===== config.mk =====
export PLATFORM = sky130hd
export DESIGN_NAME = display_timing
export DESIGN_NICKNAME = d
export VERILOG_FILES = /design/src/source/text_console_pkg.sv /design/src/source/display_timing.sv
export VERILOG_INCLUDE_DIRS = /design/src /design/src/source
export SDC_FILE = /design/constraint.sdc
export NUM_CORES = 1
export LEC_CHECK = 0
export BUFFER_PORTS_ARGS = -buffer_cell sky130_fd_sc_hd__buf_4
export CORE_MARGIN = 3
export CORE_UTILIZATION = 58
export DETAILED_ROUTE_END_ITERATION = 8
export PLACE_DENSITY_LB_ADDON = 0.08
export RECOVER_POWER = 25
export SLEW_MARGIN = 20
export SYNTH_ARGS = -nofsm -noshare
export SYNTH_HDL_FRONTEND = slang
export SYNTH_SLANG_ARGS = --single-unit

===== constraint.sdc =====
create_clock -name flag -period 5.3 [get_ports flag]
set_input_delay 0 -clock flag [delete_from_list [all_inputs] [get_ports flag]]
set_output_delay 0 -clock flag [all_outputs]
set_load 0.02 [all_outputs]

===== src/source/text_console_config.svh =====
// Text console configuration
// 640x480 display timing, character grid and cell size, command scan codes

`ifndef TEXT_CONSOLE_CONFIG_SVH
`define TEXT_CONSOLE_CONFIG_SVH

////////////////////////////////////////////////////////////////////////////
// display timing, one pixel per clock
////////////////////////////////////////////////////////////////////////////
`define H_VISIBLE     640
`define H_SYNC_START  656   // hsync low from here
`define H_SYNC_END    751   // through here
`define H_TOTAL       800

`define V_VISIBLE     480
`define V_SYNC_START  490   // vsync low for two lines
`define V_SYNC_END    491
`define V_TOTAL       525

////////////////////////////////////////////////////////////////////////////
// character grid
////////////////////////////////////////////////////////////////////////////
`define CELL_W        10    // pixels per cell
`define CELL_H        8     // lines per cell
`define TEXT_COLS     64
`define TEXT_ROWS     60

`define KEY_BACKSPACE 8'h66
`define KEY_ENTER     8'h5A

`endif

===== src/source/text_console_pkg.sv =====
// Text console types
// Shared widths for scan codes, screen coordinates, grid positions and colour

`default_nettype none

package text_console_pkg;

    typedef logic [7:0] keycode_t;      // ps/2 scan code

    typedef logic [9:0] pixel_x_t;      // 0..799
    typedef logic [9:0] pixel_y_t;      // 0..524

    typedef logic [5:0] text_col_t;     // 0..63
    typedef logic [5:0] text_row_t;     // 0..59

    typedef logic [2:0] glyph_line_t;   // line inside a cell

    // one glyph line, leftmost pixel in bit 9
    typedef logic [9:0] glyph_bits_t;

    typedef logic [3:0] colour_t;       // one vga channel

endpackage

`default_nettype wire


===== src/source/display_timing.sv =====
// Display timing generator
// Pixel and line counters for 640x480, with registered active-low syncs
// and visible-area flag that line up with the counters

`default_nettype none

`include "text_console_config.svh"

module display_timing
(
    input  logic                         flag,
    input  logic                         rst,
    output text_console_pkg::pixel_x_t   pixel_x,
    output text_console_pkg::pixel_y_t   pixel_y,
    output logic                         video_on,
    output logic                         hsync,
    output logic                         vsync
);

    import text_console_pkg::*;

    pixel_x_t next_x;
    pixel_y_t next_y;
    logic     line_end;
    logic     frame_end;

    ////////////////////////////////////////////////////////////////////////////
    // next counter values
    ////////////////////////////////////////////////////////////////////////////
    assign line_end  = (pixel_x == pixel_x_t'(`H_TOTAL - 1));
    assign frame_end = (pixel_y == pixel_y_t'(`V_TOTAL - 1));

    assign next_x = line_end ? '0 : pixel_x + 1'b1;

    always_comb
    begin
        next_y = pixel_y;
        if (line_end)
        begin
            next_y = frame_end ? '0 : pixel_y + 1'b1;
        end
    end

    ////////////////////////////////////////////////////////////////////////////
    // counters and flags, decoded from next values so no lag
    ////////////////////////////////////////////////////////////////////////////
    always_ff @(posedge flag)
    begin
        if (rst)
        begin
            pixel_x  <= '0;
            pixel_y  <= '0;
            video_on <= 1'b1;           // pixel 0, line 0 is visible
            hsync    <= 1'b1;
            vsync    <= 1'b1;
        end
        else
        begin
            pixel_x  <= next_x;
            pixel_y  <= next_y;
            video_on <= (next_x < `H_VISIBLE) && (next_y < `V_VISIBLE);
            hsync    <= !((next_x >= `H_SYNC_START) && (next_x <= `H_SYNC_END));
            vsync    <= !((next_y >= `V_SYNC_START) && (next_y <= `V_SYNC_END));
        end
    end

endmodule

`default_nettype wire


Word level (Yosys, flattened, before mapping)
Cells that the tools add are included.

word-level totals
  memories = 0
  bits in writable memories = 0
  memory bits (read-only) = 0
  input port bits = 2
  register bits = 23
  bits in latches = 0
  output and inout bits = 23

cells by class
  bitwise gates (word level) = 0
  shift-type cells = 0
  muxes and demuxes = 3
  $lt $le $gt $ge = 6
  add/sub/neg operators = 2
  equality and inequality tests = 2
  $mul = 0
  div/mod/pow operators = 0
  reductions and logical operators = 5

operators with widths
  operator               number
  $mux 10                3
  $add 10x1->10 const B  2
  $eq 10x10->1 const B   2
  $ge 10x10->1 const B   1
  $ge 10x9->1 const B    1
  $le 10x10->1 const B   1
  $le 10x9->1 const B    1
  $lt 10x10->1 const B   1
  $lt 10x9->1 const B    1
  $logic_and 1x1->1      3
  $logic_not 1->1        2

Logic depth before layout (Yosys ltp)
  word-level depth = 6
  mapped depth = 8
  gate-level depth less buffers = 7

Worst setup path before layout
No wires, ideal clock.

  path type = register -> register
  from = reg pixel_x[0]
  to = reg video_on
  clock period less this slack = 2.170 ns
  cell stages (with the launch flop) = 9
  data required time = 5.166 ns
  path buffers = 1
  setup slack = 3.130 ns
  data arrival time = 2.036 ns
  cells stage by stage = dfxtp_1 ha_1 nand4_4 or3_1 buf_6 nor4_4 nor2_1 a311oi_2 a31oi_1

between the ends
  cells in the longest elaborated chain, start to end = 4

RTL lines
  what                                                          RTL line                                    source
  start, declared                                               display_timing.sv:13                        output text_console_pkg::pixel_x_t pixel_x,
  start signal, assigned                                        display_timing.sv:59                        pixel_x <= next_x;
  $add 10x1->10 or $eq 10x10->1 (tied branches)                 display_timing.sv:33, display_timing.sv:30
  $mux 10 (on tied branches)                                    display_timing.sv:33, display_timing.sv:38
  $lt 10x10->1 (no source line) or $lt 10x9->1 (tied branches)  -
  $logic_and 1x1->1 (*)                                         display_timing.sv:61                        video_on <= (next_x < `H_VISIBLE) && (next_y < `V_VISIBLE);
  end signal, assigned                                          display_timing.sv:61
  end, declared                                                 display_timing.sv:15                        output logic video_on,

Every way passes the cells marked *; elsewhere a longest branch is shown, timed or not.
A chain may end at the register's enable or synchronous reset.

Worst setup path in the final report
  from = reg pixel_x[0]
  to = reg vsync

between the ends
  cells in the longest elaborated chain, start to end = 5

RTL lines
  what                                                         RTL line              source
  $eq 10x10->1 (*)                                             display_timing.sv:30  assign line_end = (pixel_x == pixel_x_t'(`H_TOTAL - 1));
  $mux 10 (*)                                                  display_timing.sv:38  if (line_end)
  $ge 10x9->1 (no source line) or $le 10x9->1 (tied branches)  -
  $logic_and 1x1->1 (*)                                        display_timing.sv:63  vsync <= !((next_y >= `V_SYNC_START) && (next_y <= `V_SYNC_END));
  $logic_not 1->1 (*)                                          display_timing.sv:63
  end signal, assigned                                         display_timing.sv:63
  end, declared                                                display_timing.sv:17  output logic vsync

Marks and branches as above.

==> flow_summary.ini <==
[routing]
drc_errors = 0
detail_route.wl_per_cell_um = 14.5
routed_wirelength_um = 3080
via_per_inst = 5.98
vias = 1268
dr.pass1.iters = 4
postRouteAntennaNets = 0
drt-initial-drc-count = 56

[timing]
fin_crit_ns = 2.44
timing.fmax_mhz = 410
worst_slew_pin_slew_ns = 0.609
rsz0062_at_grt = no
finClkSkew_ns = 0.00948
drv_slew = 0
finalCritPeriodShare_pct = 46.0
maxSlewHeadroom_pct = 59.2
setup_viol = 0
fin_tns_setup_ns = 0
hold_viol = 0

[floorplan]
rows = 16
dieArea_um2 = 2920
coreArea_um2 = 2060
initial_core_util_pct = 64.9
die_width_um = 54.0
die_h_um = 54.0
io_pins = 25

[power]
p_leak_uw = 0.000509
power_density_nw_per_um2 = 180
vdd_ir_drop_max_v = 0.000160

[clock_tree]
h-tree-depth = 1
clk_latency_ns = 0.32
root_buffer = clkbuf_4
clockBufferDepth = 2
clock_sinks = 23
numCtsBuffers = 3
cts_tree = yes
clk_pin_slew_ns = 0.13

[min_path]
hold_class = input pin to register

[placement]
dp_hpwl_um = 2310
dp.cells = 207
gp_congestion = 0.975
io_buffers = 24

[critical_path]
cp-end-kind = register
crit_type = register to register
arrival_ns = 2.64
cp_max_fo = 16
worstPathRequired_ns = 5.50
start_kind = register

[final_layout]
area_growth_pct = 13.3
instances_no_fill = 212
nets = 192
num_antenna_cells = 0
layout-drive-gt1-share_pct = 14.1

[synthesis]
synthesis.area_um2 = 1340
synth_cells = 164
synth.area.top_cells = dfxtp_1, nor2_1, xnor2_1
ys_top_cells_by_count = dfxtp_1, nor2_1, nand2_1
yosys_warnings = 0
synth_top_area_share_pct = 34.4
ys_ff_latch = 23
synth_nets = 170
synth_top_cell_by_area = dfxtp_1
synth_most_common_cell = dfxtp_1
yosysUniqueCellTypes = 42
seq_area_frac_synth_pct = 34.4
synth_enable_flop_cells = 0
postSynthAreaPerCell_um2 = 8.16
ys_async_sr_fraction_pct = 0
synth_ff_type = dfxtp_1

[global_route]
grt-ovfl-total = 0
grt_pass1_vias = 1208
track_usage_pct = 25.0
grt_antenna_before_repair = 0
grt_pass1_wl_um = 5330
grt_max_degree = 20

[flow_run]
max_cap_violations = 0

[run_status]
status = completed
report_power, final:
| group | total [uW] | internal (uW) | switching (uW) | leakage [uW] |
|---|---|---|---|---|
| sequential | 178 | 175 | 3.06 | 0.000186 |
| clock | 82.3 | 28.9 | 53.3 | 0.0000139 |
| combinational | 12.5 | 4.27 | 8.21 | 0.000309 |
repair_timing:
| action | CTS | global route |
|---|---|---|
| buffers inserted | 0 | 0 |
| endpoints found under the hold margin | 9 | 0 |
| setup endpoints to repair | 0 | 0 |
| resized for setup | 0 | 0 |
| hold buffers | 1 | 0 |
sequential cells by signal, indices dropped and copies added, names as in the netlist:
signal	flops
hsync	1
vsync	1
pixel_y	10
pixel_x	10
video_on	1
final cells by class:
class                   count  area (um^2)
clock buffers               3         22.5
inverters                   5         18.8
multi-input cells         128          820
fillers                   168          547
flip-flops and latches     23          460
well taps                  27         33.8
repair buffers             25          153
clock inverters             1         7.51
cells in the final DEF (no fill, tap or decap), types with 3 or more instances in the layout:
master    Yosys  layout
nor2_1       21      21
o21ai_0       5       5
nand2_1      14      14
xor2_1        5       5
nor4_1        3       3
dfxtp_1      23      23
ha_1          4       4
clkbuf_1      5      10
xnor2_1       7       7
clkbuf_4      0       3
buf_4         0      14
inv_1         5       5
nor3_1        9       9
or3_1         3       3
nand4_1       4       4
a21oi_1      10      10
nand3_1      10      10
path summary, 6_finish.rpt:
| check | from | cells after the start | to | slack, ns |
|---|---|---|---|---|
| worst max-delay path | pixel_x[0]$_SDFF_PP0_ | 7 | vsync$_SDFF_PP1_ | 2.86 |
| worst min-delay path | rst | 3 | pixel_x[1]$_SDFF_PP0_ | 0.53 |
| worst max register to register | pixel_x[0]$_SDFF_PP0_ | 7 | vsync$_SDFF_PP1_ | 2.86 |
| worst min register to register | pixel_x[0]$_SDFF_PP0_ | 1 | pixel_x[0]$_SDFF_PP0_ | 0.58 |
per-stage QoR:
stage	power, uW	util (%)	instance area, um^2	hold slack, ns	worst slack, ns
after global routing	283	73.5	1520	0.556	2.67
after floorplan	190	-	1340	0.333	3.13
after detailed placement	195	73.4	1510	0.339	2.92
final	273	73.5	1520	0.535	2.86
after CTS	277	75.3	1550	0.528	2.89
after global placement	194	73.4	1510	0.321	3.07
worst max-delay path, stage by stage, from the launching register on:
cell and delay (ns):
dfxtp_1 0.44, ha_1 0.31, nand4_4 0.20, nor3_4 0.52
a21boi_1 0.18, nor4_1 0.40, o21a_1 0.18, nand4_1 0.08
metal layers:
layer	global-route usage [%]	wire (um)	part of all wire, %	vias to the layer above
met5	0	0	0	-
met4	9.13	42	1.4	0
met3	7.76	222	7.2	6
met2	39.1	1440	47	51
met1	32.3	1370	44	580
li1	-	-	-	631
logic make-up after synthesis:
kind of cell	synth area share (%)
simple gates	35.5
fa+ha+maj	3.74
buf+inv	4.30
xor+xnor	7.86
compound gates	14.2
flops	34.4
(Power assumes the default switching activity.)
