$ cat config.mk
export PLATFORM = sky130hd
export DESIGN_NAME = glyph_rom
export DESIGN_NICKNAME = d
export VERILOG_FILES = /design/src/source/text_console_config.svh /design/src/source/text_console_pkg.sv /design/src/source/glyph_rom.sv
export SDC_FILE = /design/constraint.sdc
export NUM_CORES = 1
export LEC_CHECK = 0
export ABC_AREA = 1
export ABC_CLOCK_PERIOD_IN_PS = 1100
export BUFFER_PORTS_ARGS = -buffer_cell sky130_fd_sc_hd__buf_2
export CORE_AREA = 4 4 64 66
export DETAILED_ROUTE_END_ITERATION = 16
export DIE_AREA = 0 0 68 70
export HOLD_SLACK_MARGIN = 0.05
export PLACE_DENSITY = 0.55
export SLEW_MARGIN = 20
export SYNTH_ARGS = -nofsm -noshare
export SYNTH_HDL_FRONTEND = slang
export SYNTH_SLANG_ARGS = --single-unit
$ cat constraint.sdc
create_clock -name flag -period 1.1 [get_ports flag]
set_clock_uncertainty 0.05 [all_clocks]
set_input_delay 0.055 -clock flag [delete_from_list [all_inputs] [get_ports flag]]
set_output_delay 0.055 -clock flag [all_outputs]
set_load 0.02 [all_outputs]
$ cat src/source/text_console_config.svh
// Text console configuration
// 640x480 display timing, character grid and cell size, command scan codes

`ifndef TEXT_CONSOLE_CONFIG_SVH
`define TEXT_CONSOLE_CONFIG_SVH

////////////////////////////////////////////////////////////////////////////
// display timing, one pixel per clock
////////////////////////////////////////////////////////////////////////////
`define H_VISIBLE     640
`define H_SYNC_START  656   // hsync low from here
`define H_SYNC_END    751   // through here
`define H_TOTAL       800

`define V_VISIBLE     480
`define V_SYNC_START  490   // vsync low for two lines
`define V_SYNC_END    491
`define V_TOTAL       525

////////////////////////////////////////////////////////////////////////////
// character grid
////////////////////////////////////////////////////////////////////////////
`define CELL_W        10    // pixels per cell
`define CELL_H        8     // lines per cell
`define TEXT_COLS     64
`define TEXT_ROWS     60

`define KEY_BACKSPACE 8'h66
`define KEY_ENTER     8'h5A

`endif
$ cat src/source/text_console_pkg.sv
// Text console types
// Shared widths for scan codes, screen coordinates, grid positions and colour

`default_nettype none

package text_console_pkg;

    typedef logic [7:0] keycode_t;      // ps/2 scan code

    typedef logic [9:0] pixel_x_t;      // 0..799
    typedef logic [9:0] pixel_y_t;      // 0..524

    typedef logic [5:0] text_col_t;     // 0..63
    typedef logic [5:0] text_row_t;     // 0..59

    typedef logic [2:0] glyph_line_t;   // line inside a cell

    // one glyph line, leftmost pixel in bit 9
    typedef logic [9:0] glyph_bits_t;

    typedef logic [3:0] colour_t;       // one vga channel

endpackage

`default_nettype wire

$ cat src/source/glyph_rom.sv
// Glyph ROM
// Registered 8-line by 10-pixel bitmaps for the digit scan codes; every
// other code reads as a blank cell

`default_nettype none

module glyph_rom
(
    input  logic                          flag,
    input  text_console_pkg::keycode_t    char_code,
    input  text_console_pkg::glyph_line_t glyph_line,
    output text_console_pkg::glyph_bits_t glyph_bits
);

    import text_console_pkg::*;

    ////////////////////////////////////////////////////////////////////////////
    // digit bitmaps, line 0 at the top
    ////////////////////////////////////////////////////////////////////////////
    localparam glyph_bits_t glyph_0 [8] = '{
        10'b1111111100, 10'b1100001100, 10'b1100001100, 10'b1100001100,
        10'b1100001100, 10'b1100001100, 10'b1111111100, 10'b0000000000
    };
    localparam glyph_bits_t glyph_1 [8] = '{
        10'b0000001100, 10'b0000001100, 10'b0000001100, 10'b0000001100,
        10'b0000001100, 10'b0000001100, 10'b0000001100, 10'b0000000000
    };
    localparam glyph_bits_t glyph_2 [8] = '{
        10'b0011110000, 10'b1100001100, 10'b0000011000, 10'b0000110000,
        10'b0001100000, 10'b0011000000, 10'b1111111100, 10'b0000000000
    };
    localparam glyph_bits_t glyph_3 [8] = '{
        10'b0011110000, 10'b1100001100, 10'b0000001100, 10'b0011110000,
        10'b0000001100, 10'b1100001100, 10'b0011110000, 10'b0000000000
    };
    localparam glyph_bits_t glyph_4 [8] = '{
        10'b0111100000, 10'b1101100000, 10'b1101100000, 10'b1101100000,
        10'b1101100000, 10'b1111111100, 10'b0001100000, 10'b0000000000
    };
    localparam glyph_bits_t glyph_5 [8] = '{
        10'b1111111100, 10'b1100000000, 10'b1100000000, 10'b1111111100,
        10'b0000001100, 10'b0000001100, 10'b1111110000, 10'b0000000000
    };
    localparam glyph_bits_t glyph_6 [8] = '{
        10'b1111111100, 10'b1100000000, 10'b1100000000, 10'b1111111100,
        10'b1100001100, 10'b1100001100, 10'b1111110000, 10'b0000000000
    };
    localparam glyph_bits_t glyph_7 [8] = '{
        10'b1111111100, 10'b0000001100, 10'b0000001100, 10'b0000001100,
        10'b0000001100, 10'b0000001100, 10'b0000001100, 10'b0000000000
    };
    localparam glyph_bits_t glyph_8 [8] = '{
        10'b1111111100, 10'b1100001100, 10'b1100001100, 10'b1111111100,
        10'b1100001100, 10'b1100001100, 10'b1111111100, 10'b0000000000
    };
    localparam glyph_bits_t glyph_9 [8] = '{
        10'b1111111100, 10'b1100001100, 10'b1100001100, 10'b1111111100,
        10'b0000001100, 10'b0000001100, 10'b1111111100, 10'b0000000000
    };

    ////////////////////////////////////////////////////////////////////////////
    // lookup by scan code
    ////////////////////////////////////////////////////////////////////////////
    always_ff @(posedge flag)
    begin
        case (char_code)
            8'h45:   glyph_bits <= glyph_0[glyph_line];
            8'h16:   glyph_bits <= glyph_1[glyph_line];
            8'h1E:   glyph_bits <= glyph_2[glyph_line];
            8'h26:   glyph_bits <= glyph_3[glyph_line];
            8'h25:   glyph_bits <= glyph_4[glyph_line];
            8'h2E:   glyph_bits <= glyph_5[glyph_line];
            8'h36:   glyph_bits <= glyph_6[glyph_line];
            8'h3D:   glyph_bits <= glyph_7[glyph_line];
            8'h3E:   glyph_bits <= glyph_8[glyph_line];
            8'h46:   glyph_bits <= glyph_9[glyph_line];
            default: glyph_bits <= '0;                      // blank cell
        endcase
    end

endmodule

`default_nettype wire

Word level (Yosys, flattened, before mapping)
Memories as Yosys holds them, arrays and structs flattened.
Cells that the tools add are included.
Word-level totals
  register bits: 10
  memory bits (read-only): 800
  bits of input ports: 12
  output and inout bits: 10
  word-level logic and storage cells: 44
  memories: 10
Memory list
  (no name shown): depth 8, width 10, read ports 1, clocked after Yosys merged registers in 0, wr ports 0, RTL line glyph_rom.sv:75  | 8'h3E: glyph_bits <= glyph_8[glyph_line];
  (no name shown): depth 8, width 10, read ports 1, clocked after Yosys merged registers in 0, wr ports 0, RTL line glyph_rom.sv:74  | 8'h3D: glyph_bits <= glyph_7[glyph_line];
  (no name shown): depth 8, width 10, read ports 1, clocked after Yosys merged registers in 0, wr ports 0, RTL line glyph_rom.sv:73  | 8'h36: glyph_bits <= glyph_6[glyph_line];
  (no name shown): depth 8, width 10, read ports 1, clocked after Yosys merged registers in 0, wr ports 0, RTL line glyph_rom.sv:72  | 8'h2E: glyph_bits <= glyph_5[glyph_line];
  (no name shown): depth 8, width 10, read ports 1, clocked after Yosys merged registers in 0, wr ports 0, RTL line glyph_rom.sv:71  | 8'h25: glyph_bits <= glyph_4[glyph_line];
  (no name shown): depth 8, width 10, read ports 1, clocked after Yosys merged registers in 0, wr ports 0, RTL line glyph_rom.sv:70  | 8'h26: glyph_bits <= glyph_3[glyph_line];
  4 more memories
Cells by class
  magnitude comparators: 1
  equality and inequality tests: 10
  muxes and demuxes: 21
  bitwise operators: 1
Operators with widths (count)
  $mux W10: 20
  $pmux W10 S10: 1
  $eq A8 B6 Y1 const B: 6
  $eq A8 B5 Y1 const B: 2
  $eq A8 B7 Y1 const B: 2
  $ge A4 B4 Y1 const B: 1
  $not A3 Y4: 1

Depth between registers and ports, before layout
  depth in word-level cells: 5
  mapped depth: 10
  depth with buffers taken out: 10

Least setup slack after synthesis
No wires, ideal clock.
  path type: input to register
  from: input glyph_line[1]
  to: register glyph_bits[5]
  setup time: 124 ps
  arrival time: 938 ps
  data required time: 926 ps
  path slack: -12 ps
  cell stages on the path: 9
  path buffers: 0
  cell sequence: inv_1 > ha_1 > nand2_1 > nand2_1 > inv_2 > nand3_2 > nand2_1 > nor2_2 > nand3_1
Between the ends
  word-level cells in the longest chain between the ends: 5
  elaborated cells between the ends (all ways): 32
  classes of those cells: 21 x mux; 1 x bitwise; 10 x memory
Ends and longest elaborated chain
  start, declared: RTL line glyph_rom.sv:11  | input text_console_pkg::glyph_line_t glyph_line,
  $not A3 Y4 (implied by the code) (*)
  $mem_v2 Z8 W10 (tied with other cells)
  $mux W10 (implied by the code) (tied with other cells) (2 in a row): RTL line glyph_rom.sv:76  | 8'h46: glyph_bits <= glyph_9[glyph_line];
  $pmux W10 S10 (*): RTL line glyph_rom.sv:66  | case (char_code)
  end signal, assigned: RTL line glyph_rom.sv:67  | 8'h45: glyph_bits <= glyph_0[glyph_line];
  end signal, assigned: RTL line glyph_rom.sv:68  | 8'h16: glyph_bits <= glyph_1[glyph_line];
  end signal, assigned: RTL line glyph_rom.sv:76
  end, declared: RTL line glyph_rom.sv:12  | output text_console_pkg::glyph_bits_t glyph_bits
Every way passes the cells marked *; elsewhere a longest branch is shown, timed or not. The select of a mux whose other input is x is not followed.

Final worst setup path
  from: input glyph_line[0]
  to: register glyph_bits[5]
Same word-level chain as after synthesis.

==> parameters.txt <==
Parameter                              Value

Global route
  Total congestion overflow after global routing ... 0
  Met3 track demand over resource ... 0.01447
  Met1 layer usage reported by global route ... 0.1221
  Overall track demand over capacity in global routing ... 0.09300
  Most crowded layer after global routing ... met2
  Global-route wire length before repair ... 3512 um
  Via count of the first global-routing pass ... 828
  Largest net degree at the start of global routing ... 12
  Met2 GRT Util ... 0.1467
  Initial antenna violation count ... 0

Place
  Number of port buffers ... 19
  DP Cell Count ... 221
  Half-perimeter wire length of the detailed placement result ... 1797 um
  Weighted congestion at the end of routability-driven global placement ... 0.7962
  Area of placed instances ... approximately 0.0013 mm^2

Pwr
  Combinational share of power ... 0.366
  Overall power ... around 800 uW
  Internal power ... 534.9 uW
  Switching share of power ... 0.3309
  Leakage component of the power ... ~0.8 nW
  IR drop worst, VDD ... 0.0001876 V
  Total net switching power ... 264.5 uW
  Sequential group share of total power ... 0.371
  Clock power share ... 0.263
  Power density over the cells ... 612.0 mW/mm^2

Layout
  Number of cells in the finished layout apart from fillers ... 224
  Fraction of final layout cells sized beyond drive strength 1 ... 0.4489
  Number of nets in the finished design ... ~200
  Highest-count cells in the layout ignoring fill and taps ... sky130_fd_sc_hd__nand3_1, sky130_fd_sc_hd__nand2_1, sky130_fd_sc_hd__buf_2, sky130_fd_sc_hd__nor2_1, sky130_fd_sc_hd__buf_4
  Area delta synth->final ... 27.47%
  Post-route core utilization ... 0.3650
  Largest registers in the final layout ... glyph_bits (8)
  Register name with the most flops ... glyph_bits
  Number of flip-flops under the largest register name ... 8
  # diodes ... 0
  Most common library cell in the layout ignoring fill and taps ... sky130_fd_sc_hd__nand3_1
  Cell area after layout ... 0.001306 mm^2

Synth
  Synth area leader ... sky130_fd_sc_hd__dfxtp_1
  Post-synth top area share ... 0.1563
  Share of the yosys chip area belonging to registers ... 0.1563
  Post-synth cell types ... 24
  Top area cells in the synthesized netlist ... sky130_fd_sc_hd__dfxtp_1, sky130_fd_sc_hd__nand3_1, sky130_fd_sc_hd__nand2_1, sky130_fd_sc_hd__ha_1, sky130_fd_sc_hd__nor2_8
  Flip-flop and latch count after synthesis ... 8
  Cell count after synthesis ... about 140
  Number of warnings issued by yosys ... 0
  Per-instance average area after synthesis ... 7.116 um^2
  Netlist area before placement ... 0.001025 mm^2

STA
  Number of hold-slack violations in the final timing report ... 0
  Highest attainable clock frequency ... 985.4 MHz
  Final critical delay including setup and external delays ... 1.015 ns
  Period utilisation layout ... 0.9225
  Hold WS ... around 0.22 ns
  Setup violations, final ... 0
  Unrepaired setup endpoints after global routing ... no
  Final-report max-slew violation count ... 0

Die
  Effective utilization at floorplan ... 0.2864
  Num ports ... 22
  Die footprint ... 0.004760 mm^2
  Number of placement rows ... 22
  Y dimension of the die ... 70 um
  Die extent in x ... between 60 and 70 um
  Std-Cell Core Area ... 0.003578 mm^2

Routing
  ANT nets after route ... 0
  DRC Markers ... 0
  Routed length per instance ... 9.304 um
  Detailed-router iteration count before antenna repair ... 4
  Routed wire length ... 2084 um
  Via count normalized by instance count ... around 4.2
  DR iter-0 viols ... 32
  Via Count ... around 940

Setup path
  Timing startpoint of the critical path ... glyph_line[0]
  Highest fanout seen on the critical path ... 5
  Worst path required time ... approximately 1.2 ns
  Arrival time worst endpoint ... 1.09 ns
  Type of the setup path with the least slack ... input port to register
  Kind of capture point of the worst setup path ... register
  Startpoint kind of the worst setup timing path ... input port

CTS
  Clock tree from TritonCTS ... built
  Clock H-tree levels ... 1
  Number of gates resized after CTS ... 0
  Cell at the root of the clock tree ... sky130_fd_sc_hd__clkbuf_4
  CTS Sinks ... 8
  Clock buffers created by TritonCTS ... 3
  Longest Clk Path Bufs ... 2
  Post-CTS clock slew at the launch and capture registers of the worst setup and hold paths ... approximately 0.050 ns
  Hold buffer count at cts ... 0
  Post-CTS setup repair buffer count ... 0

Run
  Number of maximum-capacitance violations ... 0

Status
  Status ... finished, final reports clean

Min path
  Class of the tightest hold or removal check ... input port to register
  Min-Delay Startpoint ... char_code[0]
final timing paths:
check | end | cells after the start | slack, ns
hold / removal | glyph_bits[8] | 5 | 0.22
setup / recovery | glyph_bits[5] | 10 | 0.09
metal layers:
layer / part of all wire / vias up
met4: 0.0043 / 0
li1: - / 517
met2: 0.46 / 21
met1: 0.49 / 399
met5: 0 / -
met3: 0.043 / 2
cell families (layout without fill, tap and decap cells):
| logic type | after synthesis | count (layout) | share of synthesized area |
|---|---|---|---|
| and+or+nand+nor | 102 | 102 | 0.6264 |
| buffers and inverters | 24 | 55 | 0.1111 |
| DFF | 8 | 8 | 0.1563 |
| adders and majority gates | 7 | 7 | 0.08547 |
| AOI/OAI and AO/OA | 2 | 2 | 0.01709 |
| other | 1 | 2 | 0.003659 |
final cells by class:
cell class | instances | area (um^2)
well taps | 48 | 60.06
multi-input cells | 113 | 779.5
fillers | 394 | 2272
inverters | 20 | 76.32
clock buffers | 3 | 22.52
repair buffers | 32 | 207.7
flip-flops and latches | 8 | 160.2
per-stage QoR:
stage / TNS (ns) / worst slack, ns
finish: 0 / 0.08521
global placement: -1.343 / -0.1888
global route: 0 / 0.004173
CTS: 0 / 0.04921
detailed placement: -1.390 / -0.2046
floorplan: 0 / 0.004189
power groups by stage:
stage | combinational [mW] | clock [mW] | sequential, mW
2_1_floorplan | 0.184 | 0 | 0.310
3_3_place_gp | 0.289 | 0 | 0.303
3_5_place_dp | 0.288 | 0 | 0.303
4_1_cts | 0.289 | 0.222 | 0.297
5_1_grt | 0.322 | 0.242 | 0.297
6_report | 0.292 | 0.210 | 0.297
Yosys cell counts:
cell,n
sky130_fd_sc_hd__nor2_2,8
sky130_fd_sc_hd__nand4_1,1
sky130_fd_sc_hd__nor2_8,4
sky130_fd_sc_hd__inv_1,12
sky130_fd_sc_hd__o211ai_2,1
sky130_fd_sc_hd__inv_2,7
sky130_fd_sc_hd__nor2_1,13
sky130_fd_sc_hd__nand2_8,1
sky130_fd_sc_hd__nand2_2,4
sky130_fd_sc_hd__nand3b_1,1
sky130_fd_sc_hd__a21oi_1,1
sky130_fd_sc_hd__nand3b_4,1
sky130_fd_sc_hd__buf_4,2
sky130_fd_sc_hd__buf_6,2
sky130_fd_sc_hd__dfxtp_1,8
sky130_fd_sc_hd__nand3_1,29
sky130_fd_sc_hd__ha_1,7
sky130_fd_sc_hd__clkinv_2,1
sky130_fd_sc_hd__and2_4,1
sky130_fd_sc_hd__nand2_4,5
sky130_fd_sc_hd__nor2_4,2
sky130_fd_sc_hd__nand3_2,5
sky130_fd_sc_hd__conb_1,1
sky130_fd_sc_hd__nand2_1,27
worst max-delay path, cell delays in order:
cell,delay (ns)
sky130_fd_sc_hd__buf_2,0.09
sky130_fd_sc_hd__inv_1,0.08
sky130_fd_sc_hd__ha_4,0.28
sky130_fd_sc_hd__nand2_1,0.07
sky130_fd_sc_hd__nand2_2,0.07
sky130_fd_sc_hd__inv_2,0.06
sky130_fd_sc_hd__nand3_1,0.07
sky130_fd_sc_hd__nand2_1,0.08
sky130_fd_sc_hd__nor2_4,0.14
sky130_fd_sc_hd__nand3_1,0.08
(Power assumes the default switching activity.)
