--- config.mk ---
export PLATFORM = sky130hd
export DESIGN_NAME = pixel_renderer
export DESIGN_NICKNAME = d
export VERILOG_FILES = /design/src/source/text_console_pkg.sv /design/src/source/pixel_renderer.sv
export VERILOG_INCLUDE_DIRS = /design/src /design/src/source
export SDC_FILE = /design/constraint.sdc
export NUM_CORES = 1
export LEC_CHECK = 0
export ABC_AREA = 1
export BUFFER_PORTS_ARGS = -buffer_cell sky130_fd_sc_hd__buf_4
export CORE_ASPECT_RATIO = 0.8
export CORE_MARGIN = 10
export CORE_UTILIZATION = 45
export CTS_BUF_LIST = sky130_fd_sc_hd__clkbuf_8
export DETAILED_ROUTE_END_ITERATION = 8
export PLACE_DENSITY = 0.86
export SYNTH_ARGS = -nofsm -noshare
export SYNTH_HDL_FRONTEND = slang
export SYNTH_SLANG_ARGS = --single-unit
--- constraint.sdc ---
create_clock -name flag -period 2.2 [get_ports flag]
set_input_delay 0.11 -clock flag [delete_from_list [all_inputs] [get_ports flag]]
set_output_delay 0.11 -clock flag [all_outputs]
set_load 0.005 [all_outputs]
--- src/source/text_console_config.svh ---
// Text console configuration
// 640x480 display timing, character grid and cell size, command scan codes

`ifndef TEXT_CONSOLE_CONFIG_SVH
`define TEXT_CONSOLE_CONFIG_SVH

////////////////////////////////////////////////////////////////////////////
// display timing, one pixel per clock
////////////////////////////////////////////////////////////////////////////
`define H_VISIBLE     640
`define H_SYNC_START  656   // hsync low from here
`define H_SYNC_END    751   // through here
`define H_TOTAL       800

`define V_VISIBLE     480
`define V_SYNC_START  490   // vsync low for two lines
`define V_SYNC_END    491
`define V_TOTAL       525

////////////////////////////////////////////////////////////////////////////
// character grid
////////////////////////////////////////////////////////////////////////////
`define CELL_W        10    // pixels per cell
`define CELL_H        8     // lines per cell
`define TEXT_COLS     64
`define TEXT_ROWS     60

`define KEY_BACKSPACE 8'h66
`define KEY_ENTER     8'h5A

`endif
--- src/source/text_console_pkg.sv ---
// Text console types
// Shared widths for scan codes, screen coordinates, grid positions and colour

`default_nettype none

package text_console_pkg;

    typedef logic [7:0] keycode_t;      // ps/2 scan code

    typedef logic [9:0] pixel_x_t;      // 0..799
    typedef logic [9:0] pixel_y_t;      // 0..524

    typedef logic [5:0] text_col_t;     // 0..63
    typedef logic [5:0] text_row_t;     // 0..59

    typedef logic [2:0] glyph_line_t;   // line inside a cell

    // one glyph line, leftmost pixel in bit 9
    typedef logic [9:0] glyph_bits_t;

    typedef logic [3:0] colour_t;       // one vga channel

endpackage

`default_nettype wire

--- src/source/pixel_renderer.sv ---
// Pixel renderer
// Carries blanking, sync and glyph position alongside the buffer and ROM
// reads, then drives white for set glyph bits and black elsewhere

`default_nettype none

`include "text_console_config.svh"

module pixel_renderer
(
    input  logic                          flag,
    input  logic                          rst,
    input  text_console_pkg::pixel_x_t    pixel_x,
    input  text_console_pkg::pixel_y_t    pixel_y,
    input  logic                          video_on,
    input  logic                          hsync,
    input  logic                          vsync,
    input  text_console_pkg::glyph_bits_t glyph_bits,
    output text_console_pkg::glyph_line_t glyph_line,
    output logic                          vga_hs,
    output logic                          vga_vs,
    output text_console_pkg::colour_t     vga_r,
    output text_console_pkg::colour_t     vga_g,
    output text_console_pkg::colour_t     vga_b
);

    import text_console_pkg::*;

    logic [3:0] glyph_col;
    logic [3:0] col_s1;
    logic [3:0] col_s2;
    logic       video_s1;
    logic       video_s2;
    logic       hsync_s1;
    logic       hsync_s2;
    logic       vsync_s1;
    logic       vsync_s2;
    logic       pixel_on;
    colour_t    level;

    assign glyph_col = 4'(pixel_x % pixel_x_t'(`CELL_W));

    ////////////////////////////////////////////////////////////////////////////
    // stage 1 matches char_code, stage 2 matches glyph_bits
    ////////////////////////////////////////////////////////////////////////////
    always_ff @(posedge flag)
    begin
        if (rst)
        begin
            video_s1 <= 1'b0;
            video_s2 <= 1'b0;
            hsync_s1 <= 1'b1;
            hsync_s2 <= 1'b1;
            vsync_s1 <= 1'b1;
            vsync_s2 <= 1'b1;
        end
        else
        begin
            video_s1 <= video_on;
            video_s2 <= video_s1;
            hsync_s1 <= hsync;
            hsync_s2 <= hsync_s1;
            vsync_s1 <= vsync;
            vsync_s2 <= vsync_s1;
        end
    end

    always_ff @(posedge flag)
    begin
        glyph_line <= glyph_line_t'(pixel_y % pixel_y_t'(`CELL_H));    // to the rom
        col_s1     <= glyph_col;
        col_s2     <= col_s1;
    end

    // leftmost pixel sits in the top bit
    assign pixel_on = video_s2 && glyph_bits[`CELL_W - 1 - col_s2];
    assign level    = pixel_on ? 4'hF : 4'h0;

    // stage 3 outputs
    always_ff @(posedge flag)
    begin
        if (rst)
        begin
            vga_hs <= 1'b1;
            vga_vs <= 1'b1;
            vga_r  <= '0;
            vga_g  <= '0;
            vga_b  <= '0;
        end
        else
        begin
            vga_hs <= hsync_s2;
            vga_vs <= vsync_s2;
            vga_r  <= level;
            vga_g  <= level;
            vga_b  <= level;
        end
    end

endmodule

`default_nettype wire

[Word level (Yosys, flattened, before mapping)]
Cells that the tools add are included.
Operators by class
  add/subtract/negate cells: 1
  div/mod/pow operators: 1
  $lt $le $gt $ge: 1
  mux-type cells: 3
  reduce and logical (&&, ||, !) cells: 1
Operator list (number)
  less-than comparator 32 x 5 -> 1 bit (second input constant): 1
  modulo 10 x 4 -> 10 bit (second input constant): 1
  subtractor 4 x 4 -> 5 bit (first input constant): 1
  binary-select mux 1 bit (select 4 bit): 1
  two-way mux 4 bit: 1
  logical AND 1 bit: 1
  two-way mux 1 bit: 1
Storage, ports and cells
  register bits after elaboration: 23
  output and inout bits: 17
  logic and storage cells: 19

[Longest topological paths before layout]
Gate-level depths: netlist of run 1.
  depth after elaboration: 5
  mapped depth: 28

[Least setup slack after synthesis of run 1]
OpenSTA, ideal clock, no wires.
  path type: input-to-reg
  start: input port pixel_x[7]
  end: register col_s1[3]
  setup time: 112 ps
  arrival time: 2122 ps
  required time: 2088 ps
  setup slack: -35 ps
  stages on the path: 23
  buffers on the path: 0
  path through: inv_2 nand3_1 a21oi_2 o21bai_2 nand2_4 nand2_2 nand2_2 nand3_2 nand2_4 nand2_4 nand2_1 nand3_2 nand2_2 nand3_1 a21oi_1 nand3_1 nand2_1 inv_1 ha_1 nand3_1 nand2_1 nand2_1 nand2_1
Between the ends
  word-level cells in the longest chain between the ends: 1
Ends and longest elaborated chain
  start: declaration: RTL line pixel_renderer.sv:13  | input text_console_pkg::pixel_x_t pixel_x,
  modulo 10 x 4 -> 10 bit: RTL line pixel_renderer.sv:41  | assign glyph_col = 4'(pixel_x % pixel_x_t'(`CELL_W));
  via glyph_col[3]: RTL line pixel_renderer.sv:29  | logic [3:0] glyph_col;
  end signal: assignment: RTL line pixel_renderer.sv:71  | col_s1 <= glyph_col;
  end: declaration: RTL line pixel_renderer.sv:30  | logic [3:0] col_s1;
The timed path passes the listed nets, and every way through them passes these cells.
A chain may end at the register's enable or synchronous reset.

[Final worst setup path of run 1]
Same ends and word-level chain as after synthesis.

==> results.ini, run 1 <==
[worst_setup_path]
cp-start-kind = primary input
cp_data_arrival_time_ns = 2.49
crit_path_end_kind = register
cp_max_fo = 5
required_ns = 2.35
worstSetupStartpoint = pixel_x[7]
critical_path_class = primary input to register
r2r_start = col_s2[1]

[sta]
finalSetupViolations = 3
fmax_ghz = 0.427
whs_ns = 0.0391
tightest_slew_ns = 0.331
rsz0062_at_grt = yes
drv_slew = 0
final.setup.tns_ns = -0.311
relSlewSlack_pct = 77.9
setup_slack_ns = -0.141
post-route-period-util_pct = 106
fin_worst_skew_ns = 0.00213
fin_crit_ns = 2.34
final_hold_viol_count = 0

[logic_synthesis]
synth_xor_xnor_area_share_pct = 0.687
syn-cell-area_sq_mm = 0.00127
synth_compound_area_share_pct = 11.4
synthCells = 184
yosysUniqueCellTypes = 27
synth_top_family_by_area = simple AND/OR/NAND/NOR gates
synth_nets = 221
yosysWarningCount = 0
synth_adder_area_share_pct = 1.96
ys_ff_latch = 20
yosysSeqAreaShare_pct = 31.4
postSynthAreaPerCell_sq_um = 6.93
synthSimpleGateAreaFrac_pct = 39.5
synthMuxAreaShare_pct = 0

[power_and_ir_drop]
ir_drop_mv = 0.573
power.density_mw_per_mm2 = 721
power.leakage_nw = 1.06

[floorplanning]
die_w_um = 79.5
io_pins = 52
die_area_sq_mm = 0.00538
num_rows = 17
die_y_um = 67.6
core_region_area_sq_mm = 0.00274
initial_utilization_pct = 46.5

[clock_network]
htree_levels = 1
root_buffer = clkbuf_8
clkLatencyLatePin_ns = 0.25
cts_tree = built
clk_pin_slew_ns = 0.07
cts_buffers = 3
clk_path_buf_depth = 2
numClockSinks = 20

[grt]
top_usage_layer = met2
grt_use_met2_pct = 22.0
grt_start_max_net_pins = 13
grt_antenna_before_repair = 0
use_met3_pct = 4.77
track_usage_pct = 12.5
grt_pass1_vias = 1305
grt_pass1_wl_um = 5580
use_met1_pct = 13.7
grt_overflow = 0

[final_layout]
top_regs = col_s1 (4), col_s2 (4), glyph_line (3)
final_nets = 282
area_growth_pct = 67.7
layout_commonest_cell = buf_4
diodes = 0
fill_cells = 188
drive_gt1_share_pct = 57.8
post-route-util_pct = 77.9
final_cell_mix = buf_4 (59), nand2_1 (22), dfxtp_1 (20), inv_1 (18), nand2_2 (16)

[placed_design]
portBuffers = 44
pre_cts_ws_ns = -0.373
gp_congestion = 0.860
hpwl_um = 2460

[detailed_routing]
vias = 1390
routed_wl_um = 3720
drt_iter0_drc = 45
vias_per_cell = 4.93
drcViolationCount = 0
first_pass_iters = 4
ant_nets = 0
wl_per_cell_um = 13.2

[min_path]
min-delay-start = vsync
hold_class = primary input to register

[job]
cap_viol_max_count = 0

[run_status]
status = complete, but fails checks
violations = setup timing

synth_stat cells:
master / count / area (sq um)
nand2_4: 3 / 33.8
ha_1: 2 / 25.0
a21oi_2: 1 / 8.76
a21o_2: 1 / 8.76
o21bai_1: 1 / 7.51
buf_4: 11 / 82.6
o21ai_1: 2 / 10.0
o221ai_1: 1 / 8.76
nand3_1: 24 / 120
a21o_1: 1 / 7.51
a21oi_1: 2 / 10.0
nor2_1: 12 / 45.0
o21ai_2: 1 / 8.76
o21bai_2: 1 / 11.3
nand2_2: 12 / 75.1
inv_2: 6 / 22.5
o22ai_1: 1 / 6.26
or2_2: 6 / 37.5
nand4_1: 4 / 25.0
o211ai_1: 2 / 15.0
dfxtp_1: 20 / 400
o31ai_1: 1 / 7.51
nand2_1: 34 / 128
inv_1: 23 / 86.3
o21ai_0: 7 / 35.0
xnor2_1: 1 / 8.76
nand3_2: 4 / 40.0
repair_timing:
action                                  in CTS  in global routing
endpoints found under the setup margin       3                  3
pin swaps                                   24                 25
buffers inserted                             3                  6
hold buffers                                 4                  0
resized for setup                           30                 27
gates cloned                                 0                  0
endpoints found under the hold margin        4                  0
per-layer routing:
metal / routed length [um] / part of all wire (%)
met1: 1460 / 39
met2: 1880 / 51
met3: 320 / 8.6
met4: 57 / 1.5
met5: 0 / 0
cells by family after synthesis:
group	after synthesis
adders and majority gates	2
buffers and inverters	40
xor gates and xnor gates	1
and+or+nand+nor	99
DFF	20
AOI/OAI and AO/OA	22
critical path, cell delays in order:
cell and delay (ns):
buf_12 0.11, inv_12 0.06, nand3_4 0.08, o21ai_4 0.09
nor2_4 0.07, o21ai_4 0.23, nand2_4 0.09, nand2_4 0.11
nand3_4 0.09, nand2_4 0.13, nand2_4 0.09, nand2_4 0.07
nand3_4 0.10, nand2_4 0.12, nand3_4 0.09, a21oi_4 0.18
nand3_2 0.10, nand2_2 0.10, inv_2 0.05, ha_4 0.16
nand3_2 0.07, nand2_1 0.07, nand2_1 0.07, nand2_1 0.05
power by group:
part           internal, W  leakage [nW]  switching (W)
registers         0.000428         0.167      0.0000250
clock network     0.000159        0.0288       0.000108
logic             0.000371         0.864       0.000451
worst paths after layout:
kind | end | slack [ns] | cells after the start
worst min-delay path | vsync_s1 | 0.04 | 2
worst min register to register | col_s2[0] | 0.33 | 0
worst max register to register | vga_b[2] | 0.88 | 7
worst max-delay path | col_s1[3] | -0.14 | 24
stage by stage:
stage | area (sq um) | instances | power, W
after floorplan | 1360 | 184 | 0.000903
after global placement | 1730 | 265 | 0.00106
after detailed placement | 1730 | 265 | 0.00108
after CTS | 1980 | 276 | 0.00144
after global routing | 2140 | 282 | 0.00166
final | 2140 | 282 | 0.00154
layout make-up:
type / instances / area, sq um / area share, %
Clock buffer: 4 / 55.1 / 2.57
Tap cell: 38 / 47.5 / 2.22
Multi-Input combinational cell: 124 / 972 / 45.5
Timing Repair Buffer: 67 / 537 / 25.1
Sequential cell: 20 / 400 / 18.7
Inverter: 29 / 126 / 5.91
Note: power is estimated with default switching activity, not from simulation.
==> run 2: changes to the inputs <==
--- a/config.mk
+++ b/config.mk
@@ -9,11 +9,11 @@
 export ABC_AREA = 1
 export BUFFER_PORTS_ARGS = -buffer_cell sky130_fd_sc_hd__buf_4
 export CORE_ASPECT_RATIO = 0.8
-export CORE_MARGIN = 10
-export CORE_UTILIZATION = 45
+export CORE_MARGIN = 5
+export CORE_UTILIZATION = 35
 export CTS_BUF_LIST = sky130_fd_sc_hd__clkbuf_8
 export DETAILED_ROUTE_END_ITERATION = 8
-export PLACE_DENSITY = 0.86
+export PLACE_DENSITY = 0.71
 export SYNTH_ARGS = -nofsm -noshare
 export SYNTH_HDL_FRONTEND = slang
 export SYNTH_SLANG_ARGS = --single-unit
==> run 2 against run 1 <==
Combinational power shrank 5.2%. Largest cell class unchanged. The run still ends with setup timing left. Largest power group unchanged. Total power is 2.9% higher. Fmax increased by 2.4%.
==> results.ini, run 2 (same netlist as run 1, synthesis figures left out) <==
[detailed_routing]
first_pass_iters = 4  ; unchanged
wl_per_cell_um = 11.4  ; -13%
ant_nets = 0  ; unchanged
drcViolationCount = 0  ; unchanged
vias_per_cell = 4.71  ; -4.5%
routed_wl_um = 3260  ; -12%
drt_iter0_drc = 57  ; +27%
vias = 1341  ; -3.5%

[floorplanning]
die_w_um = 77.5  ; -2.6%
io_pins = 52  ; unchanged
die_y_um = 64.0  ; -5.4%
die_area_sq_mm = 0.00496  ; -7.8%
initial_utilization_pct = 36.7  ; -9.7 points
num_rows = 19  ; +2
core_region_area_sq_mm = 0.00347  ; +26%

[sta]
relSlewSlack_pct = 78.0  ; +0.11 points
finalSetupViolations = 3  ; unchanged
tightest_slew_ns = 0.329  ; -0.00162 ns
fin_crit_ns = 2.29  ; -0.0552 ns
whs_ns = 0.0356  ; -0.00344 ns
setup_slack_ns = -0.0860  ; +0.0552 ns
rsz0062_at_grt = yes
post-route-period-util_pct = 104  ; -2.5 points
fin_worst_skew_ns = 0.00189  ; -0.000239 ns
final_hold_viol_count = 0  ; unchanged
drv_slew = 0  ; unchanged
fmax_ghz = 0.437  ; +2.4%

[worst_setup_path]
r2r-end = vga_b[2]
cp-start-kind = primary input
cp_max_fo = 5  ; unchanged
required_ns = 2.35  ; about the same
critical_path_class = primary input to register
r2r_start = col_s2[1]
crit_path_end_kind = register
rr_worst_depth = 7  ; unchanged
reg2reg_setup_slack_ns = 0.84  ; -0.04 ns
cp_data_arrival_time_ns = 2.44  ; -0.05 ns

[final_layout]
fill_cells = 317  ; +69%
diodes = 0  ; unchanged
seq_area_sq_um = 400  ; unchanged
layout_commonest_cell = buf_4
final_nets = 281  ; -0.35%
post-route-util_pct = 60.8  ; -17 points
drive_gt1_share_pct = 56.8  ; -1.0 points
final_cell_mix = buf_4 (57), nand2_2 (20), dfxtp_1 (20), inv_1 (19), nand2_1 (19)
top_regs = col_s1 (4), col_s2 (4), glyph_line (3)
area_growth_pct = 65.6
multi_input_area_sq_um = 927  ; -4.6%

[power_and_ir_drop]
power_w = 0.00159  ; +2.9%
power.share.clock_pct = 22.4  ; +5.1 points
power.leakage_nw = 1.05  ; -1.0%
ir_drop_mv = 0.425  ; -26%
internal-power_w = 0.00103  ; +7.7%
combPwrFrac_pct = 49.1  ; -4.2 points
power_switching_w = 0.000554  ; -4.9%
seqPwrFrac_pct = 28.5  ; -0.9 points
power.density_mw_per_mm2 = 752  ; +4.2%
swShare_pct = 34.9  ; -2.9 points

[min_path]
hold_path_end = vsync_s1
hold_path_depth = 2  ; unchanged
hold_class = primary input to register
min-delay-start = vsync

[clock_network]
root_buffer = clkbuf_8
cts_buffers = 3  ; unchanged
cts_tree = built
clkLatencyLatePin_ns = 0.26  ; about the same
clk_path_buf_depth = 2  ; unchanged
clk_pin_slew_ns = 0.07  ; about the same
htree_levels = 1  ; unchanged
numClockSinks = 20  ; unchanged

[grt]
track_usage_pct = 11.0  ; -1.5 points
grt_antenna_before_repair = 0  ; unchanged
grt_pass1_wl_um = 4590  ; -18%
grt_overflow = 0  ; unchanged
grt_start_max_net_pins = 13  ; unchanged
grt_pass1_vias = 1100  ; -16%

[placed_design]
gp_congestion = 0.834  ; -3.1%
hpwl_um = 2190  ; -11%
pre_cts_ws_ns = -0.402  ; -0.0294 ns
portBuffers = 44  ; unchanged

[job]
cap_viol_max_count = 0  ; unchanged

[run_status]
status = complete, but fails checks
violations = setup timing

[run 2: how the worst max path moves through the flow]
| stage | cells after the start | slack, ns | to | startpoint |
|---|---|---|---|---|
| final | 24 | -0.09 | col_s1[1] | pixel_x[7] |
| after global routing | 24 | -0.23 | col_s1[2] | pixel_x[7] |
| after CTS | 24 | 0.01 | col_s1[3] | pixel_x[7] |
| after detailed placement | 24 | -0.40 | col_s1[3] | pixel_x[7] |
| after global placement | 23 | -0.31 | col_s1[2] | pixel_x[7] |
| after floorplan | 22 | 0.003 | col_s1[2] | pixel_x[7] |
[run 2: routing by layer]
| layer | global-route usage (%) | up-vias | share of wire (%) |
|---|---|---|---|
| met5 | 0 | - | 0 |
| met4 | 5.15 | 0 | 1.7 |
| met3 | 3.79 | 5 | 8.1 |
| met2 | 15.7 | 43 | 49 |
| met1 | 14.8 | 596 | 41 |
| li1 | - | 697 | - |
[run 2: cell type report]
type,count,share of cell area (%)
Clock buffer,3,1.96
Inverter,29,5.99
Sequential cell,20,19.0
Clock inverter,1,1.42
Timing Repair Buffer,66,25.3
Multi-Input combinational cell,124,43.9
Tap cell,42,2.49
[run 2: per-stage QoR]
stage                     TNS (ns)  cells  cell area, sq um
after floorplan                  0    184              1360
after global placement      -0.867    269              1730
after detailed placement     -1.08    269              1730
final                       -0.249    285              2110
after CTS                        0    279              1880
after global routing        -0.649    285              2110
[run 2: power by group through the flow]
stage / logic (W) / registers (W) / clock network (W)
2_1_floorplan: 0.000448 / 0.000455 / 0
3_3_place_gp: 0.000600 / 0.000461 / 0
3_5_place_dp: 0.000608 / 0.000461 / 0
4_1_cts: 0.000640 / 0.000453 / 0.000365
5_1_grt: 0.000865 / 0.000460 / 0.000383
6_report: 0.000779 / 0.000452 / 0.000355
[run 2: what timing repair did]
item | CTS | global route
endpoints found under the setup margin | 3 | 3
gates resized for setup | 6 | 46
hold endpoints to repair | 4 | 0
hold buffers | 4 | 0
buffers inserted | 2 | 6
pin swaps | 5 | 24
[run 2: worst max-delay path: stages]
cell	delay [ns]
buf_12	0.11
inv_12	0.06
nand3_4	0.07
o21ai_2	0.07
nor2_1	0.07
o21ai_2	0.25
buf_4	0.17
nand3_4	0.11
nand2_2	0.10
nand2_2	0.05
nand2_2	0.08
inv_2	0.04
nand2_2	0.07
nand2_4	0.07
o21ai_2	0.17
nand2_1	0.11
a21o_1	0.21
buf_4	0.14
nand2_2	0.06
nand2_2	0.05
nand2_2	0.07
nand2_2	0.07
nand2_1	0.06
nand2_1	0.05
==> run 3: changes to the inputs <==
--- a/config.mk
+++ b/config.mk
@@ -6,14 +6,12 @@
 export SDC_FILE = /design/constraint.sdc
 export NUM_CORES = 1
 export LEC_CHECK = 0
-export ABC_AREA = 1
 export BUFFER_PORTS_ARGS = -buffer_cell sky130_fd_sc_hd__buf_4
 export CORE_ASPECT_RATIO = 0.8
-export CORE_MARGIN = 5
 export CORE_UTILIZATION = 35
 export CTS_BUF_LIST = sky130_fd_sc_hd__clkbuf_8
 export DETAILED_ROUTE_END_ITERATION = 8
-export PLACE_DENSITY = 0.71
+export PLACE_DENSITY = 0.68
 export SYNTH_ARGS = -nofsm -noshare
 export SYNTH_HDL_FRONTEND = slang
 export SYNTH_SLANG_ARGS = --single-unit
==> constraint.sdc (replaced) <==
create_clock -name flag -period 2 [get_ports flag]
set_input_delay 0.1 -clock flag [delete_from_list [all_inputs] [get_ports flag]]
set_output_delay 0.1 -clock flag [all_outputs]
set_load 0.005 [all_outputs]
==> run 3 against run 2 <==
Global-route usage is 9.4 points higher. Flip-flop and latch count stayed put. Sequential share of layout area is 4.8 points lower. Worst hold slack worse by 0.0025 ns. Final area is 34% higher. The flow still finishes with violations (setup timing). Non-clock buffer count is 50 higher. Via count is 47% higher. Register-to-register slack worse by 0.30 ns.
==> results.ini, run 3 <==
[run_status]
status = complete, but fails checks
violations = setup timing

[detailed_routing]
drt_iter0_drc = 103  ; +81%
routed_wl_um = 5250  ; +61%
wl_per_cell_um = 14.4  ; +26%
ant_nets = 0  ; unchanged
vias = 1967  ; +47%
drcViolationCount = 0  ; unchanged
vias_per_cell = 5.40  ; +15%
first_pass_iters = 4  ; unchanged

[final_layout]
area_growth_pct = 57.6
final_cell_area_sq_mm = 0.00282  ; +34%
final_cell_mix = buf_4 (98), dfxtp_1 (20), a21oi_1 (14), buf_6 (12)
diodes = 0  ; unchanged
drive_gt1_share_pct = 51.0  ; -5.8 points
top_regs = col_s1 (4), col_s2 (4), glyph_line (3)
layout_commonest_cell = buf_4
multi_input_area_sq_mm = 0.00132  ; +42%
fill_cells = 417  ; +32%
seq_area_sq_um = 400  ; unchanged
final_nets = 342  ; +22%
finalNonFillerCells = 364  ; +28%

[worst_setup_path]
cp-start-kind = primary input
cp_max_fo = 9  ; +4
required_ns = 2.14  ; -0.21 ns
r2r_start = col_s2[1]
worstSetupStartpoint = pixel_x[8]
cp_data_arrival_time_ns = 2.99  ; +0.55 ns
rr_worst_depth = 8  ; +1
crit_path_end_kind = register
critical_path_class = primary input to register

[floorplanning]
io_pins = 52  ; unchanged
num_rows = 22  ; +3
core_region_area_sq_mm = 0.00476  ; +37%
die_area_sq_mm = 0.00541  ; +9.2%
initial_utilization_pct = 37.6  ; +0.89 points
die_y_um = 66.0  ; +3.1%
die_w_um = 82.0  ; +5.8%

[clock_network]
root_buffer = clkbuf_8
htree_levels = 1  ; unchanged
cts_buffers = 3  ; unchanged
cts_tree = built
clkLatencyLatePin_ns = 0.25  ; about the same
clk_path_buf_depth = 2  ; unchanged
numClockSinks = 20  ; unchanged
clk_pin_slew_ns = 0.06  ; about the same

[sta]
fin_crit_ns = 2.86
final_hold_viol_count = 0  ; unchanged
fmax_ghz = 0.350
whs_ns = 0.0331  ; -0.00255 ns
rsz0062_at_grt = yes
tightest_slew_ns = 0.436  ; +0.107 ns
fin_worst_skew_ns = 0.00621  ; +0.00432 ns
setup_slack_ns = -0.856  ; -0.770 ns
post-route-period-util_pct = 143
drv_slew = 0  ; unchanged
relSlewSlack_pct = 70.9  ; -7.1 points
final.setup.tns_ns = -1.89  ; -1.64 ns
finalSetupViolations = 3  ; unchanged

[power_and_ir_drop]
power.leakage_nw = 1.23  ; +17%
power_w = 0.00149  ; -6.0%
ir_drop_mv = 0.355  ; -17%
power.density_mw_per_mm2 = 528  ; -30%

[logic_synthesis]
syn-cell-area_sq_mm = 0.00179  ; +41%
async_reset_ff_share_pct = 0  ; unchanged
yosys.area.top_type_share_pct = 22.3  ; -9.1 points
synth_xor_xnor_area_share_pct = 2.44  ; +1.8 points
synthSimpleGateAreaFrac_pct = 26.4  ; -13 points
ys_ff_latch = 20  ; unchanged
postSynthAreaPerCell_sq_um = 8.33  ; +20%
synth_nets = 252  ; +14%
synth.area.top_cells = dfxtp_1 (22%), buf_4 (5.9%), a21oi_1 (4.7%)
synth_top_cell_by_area = dfxtp_1
yosysWarningCount = 0  ; unchanged
yosysUniqueCellTypes = 66  ; +140%
yosysSeqAreaShare_pct = 22.3  ; -9.1 points
synth_adder_area_share_pct = 1.40  ; -0.57 points
synth_top_family_by_area = compound AO/OA/AOI/OAI gates
synthMuxAreaShare_pct = 4.82  ; +4.8 points
synth_compound_area_share_pct = 29.5  ; +18 points
yosysMostFrequentCell = dfxtp_1
synth_edf_count = 0  ; unchanged
synthFlopType = dfxtp_1
synthCells = 215  ; +17%
synth_commonest_cells = dfxtp_1 (20), a21oi_1 (17), buf_4 (14)

[min_path]
hold_path_depth = 2  ; unchanged
min-delay-start = hsync
hold_class = primary input to register

[placed_design]
hpwl_um = 3960  ; +80%
gp_congestion = 0.889  ; +6.7%
portBuffers = 44  ; unchanged
dp_cells = 346  ; +29%
place_area_sq_mm = 0.00247  ; +43%

[grt]
grt_antenna_before_repair = 0  ; unchanged
grt_pass1_wl_um = 8540  ; +86%
grt_start_max_net_pins = 16  ; +3
grt_overflow = 0  ; unchanged
grt_pass1_vias = 1774  ; +61%
track_usage_pct = 20.4  ; +9.4 points

[job]
cap_viol_max_count = 0  ; unchanged

## run 3: changes by cell type after synthesis, sizes merged, moves of 6 or more
cell	before	now
buf	11	27
a21oi	3	17
nand2	49	9
inv	29	7
nand3	28	8
nor3	0	7
nor3b	0	6
nand2b	0	6
## run 3: power by group
part	switching, W	total (W)	internal [W]
sequential	0.0000253	0.000475	0.000450
combinational	0.000326	0.000721	0.000395
clock	0.000120	0.000295	0.000175
total	0.000471	0.00149	0.00102
## run 3: cell type report
cell class                      instances  area share, %
Multi-Input combinational cell        157           46.6
Timing Repair Buffer                  116           33.7
Sequential cell                        20           14.2
Tap cell                               60           2.66
Clock buffer                            4           1.95
Inverter                                7          0.930
## run 3: what timing repair did
item                                    in CTS  in global routing
hold endpoints to repair                     4                  0
endpoints found under the setup margin       3                  3
hold buffers                                 4                  0
setup buffers                                9                  1
gates resized for setup                     30                  8
gates cloned                                 0                  0
pin swaps                                   15                  7
## run 3: worst max-delay path, stage by stage
cell and delay, ns:
buf_12 0.11, and2b_4 0.29, mux2i_1 0.08, o22a_1 0.20, o32ai_4 0.33, a21oi_4 0.11
and2_4 0.15, a311o_1 0.26, a21oi_2 0.13, ha_2 0.22, nor4bb_2 0.06, a31o_1 0.18
or4_1 0.51, o221ai_2 0.17, o22ai_1 0.09
## run 3: cells by family (layout without fill, tap and decap cells)
logic type	after synthesis	in the layout
fa+ha+maj	2	2
flops	20	20
compound gates	69	69
xor+xnor	5	5
mux	6	6
buf+inv	38	127
simple gates	75	75
## run 3: final timing paths
check | slack [ns] | to
worst min register to register | 0.33 | col_s2[0]
worst max register to register | 0.54 | vga_b[2]
worst min-delay path | 0.03 | hsync_s1
worst max-delay path | -0.86 | col_s1[3]
## run 3: per-layer routing
| layer | up-vias | GRT usage, % | part of all wire (%) |
|---|---|---|---|
| li1 | 973 | - | - |
| met4 | 0 | 3.73 | 0.78 |
| met1 | 919 | 28.5 | 45 |
| met3 | 4 | 3.31 | 5.8 |
| met2 | 71 | 33.0 | 49 |
| met5 | - | 0 | 0 |
## run 3: through the flow
stage / worst slack, ns / util (%)
floorplan: -1.17 / -
global placement: -1.14 / 51.9
detailed placement: -1.20 / 51.9
CTS: -0.798 / 58.2
global route: -0.951 / 59.3
finish: -0.856 / 59.3
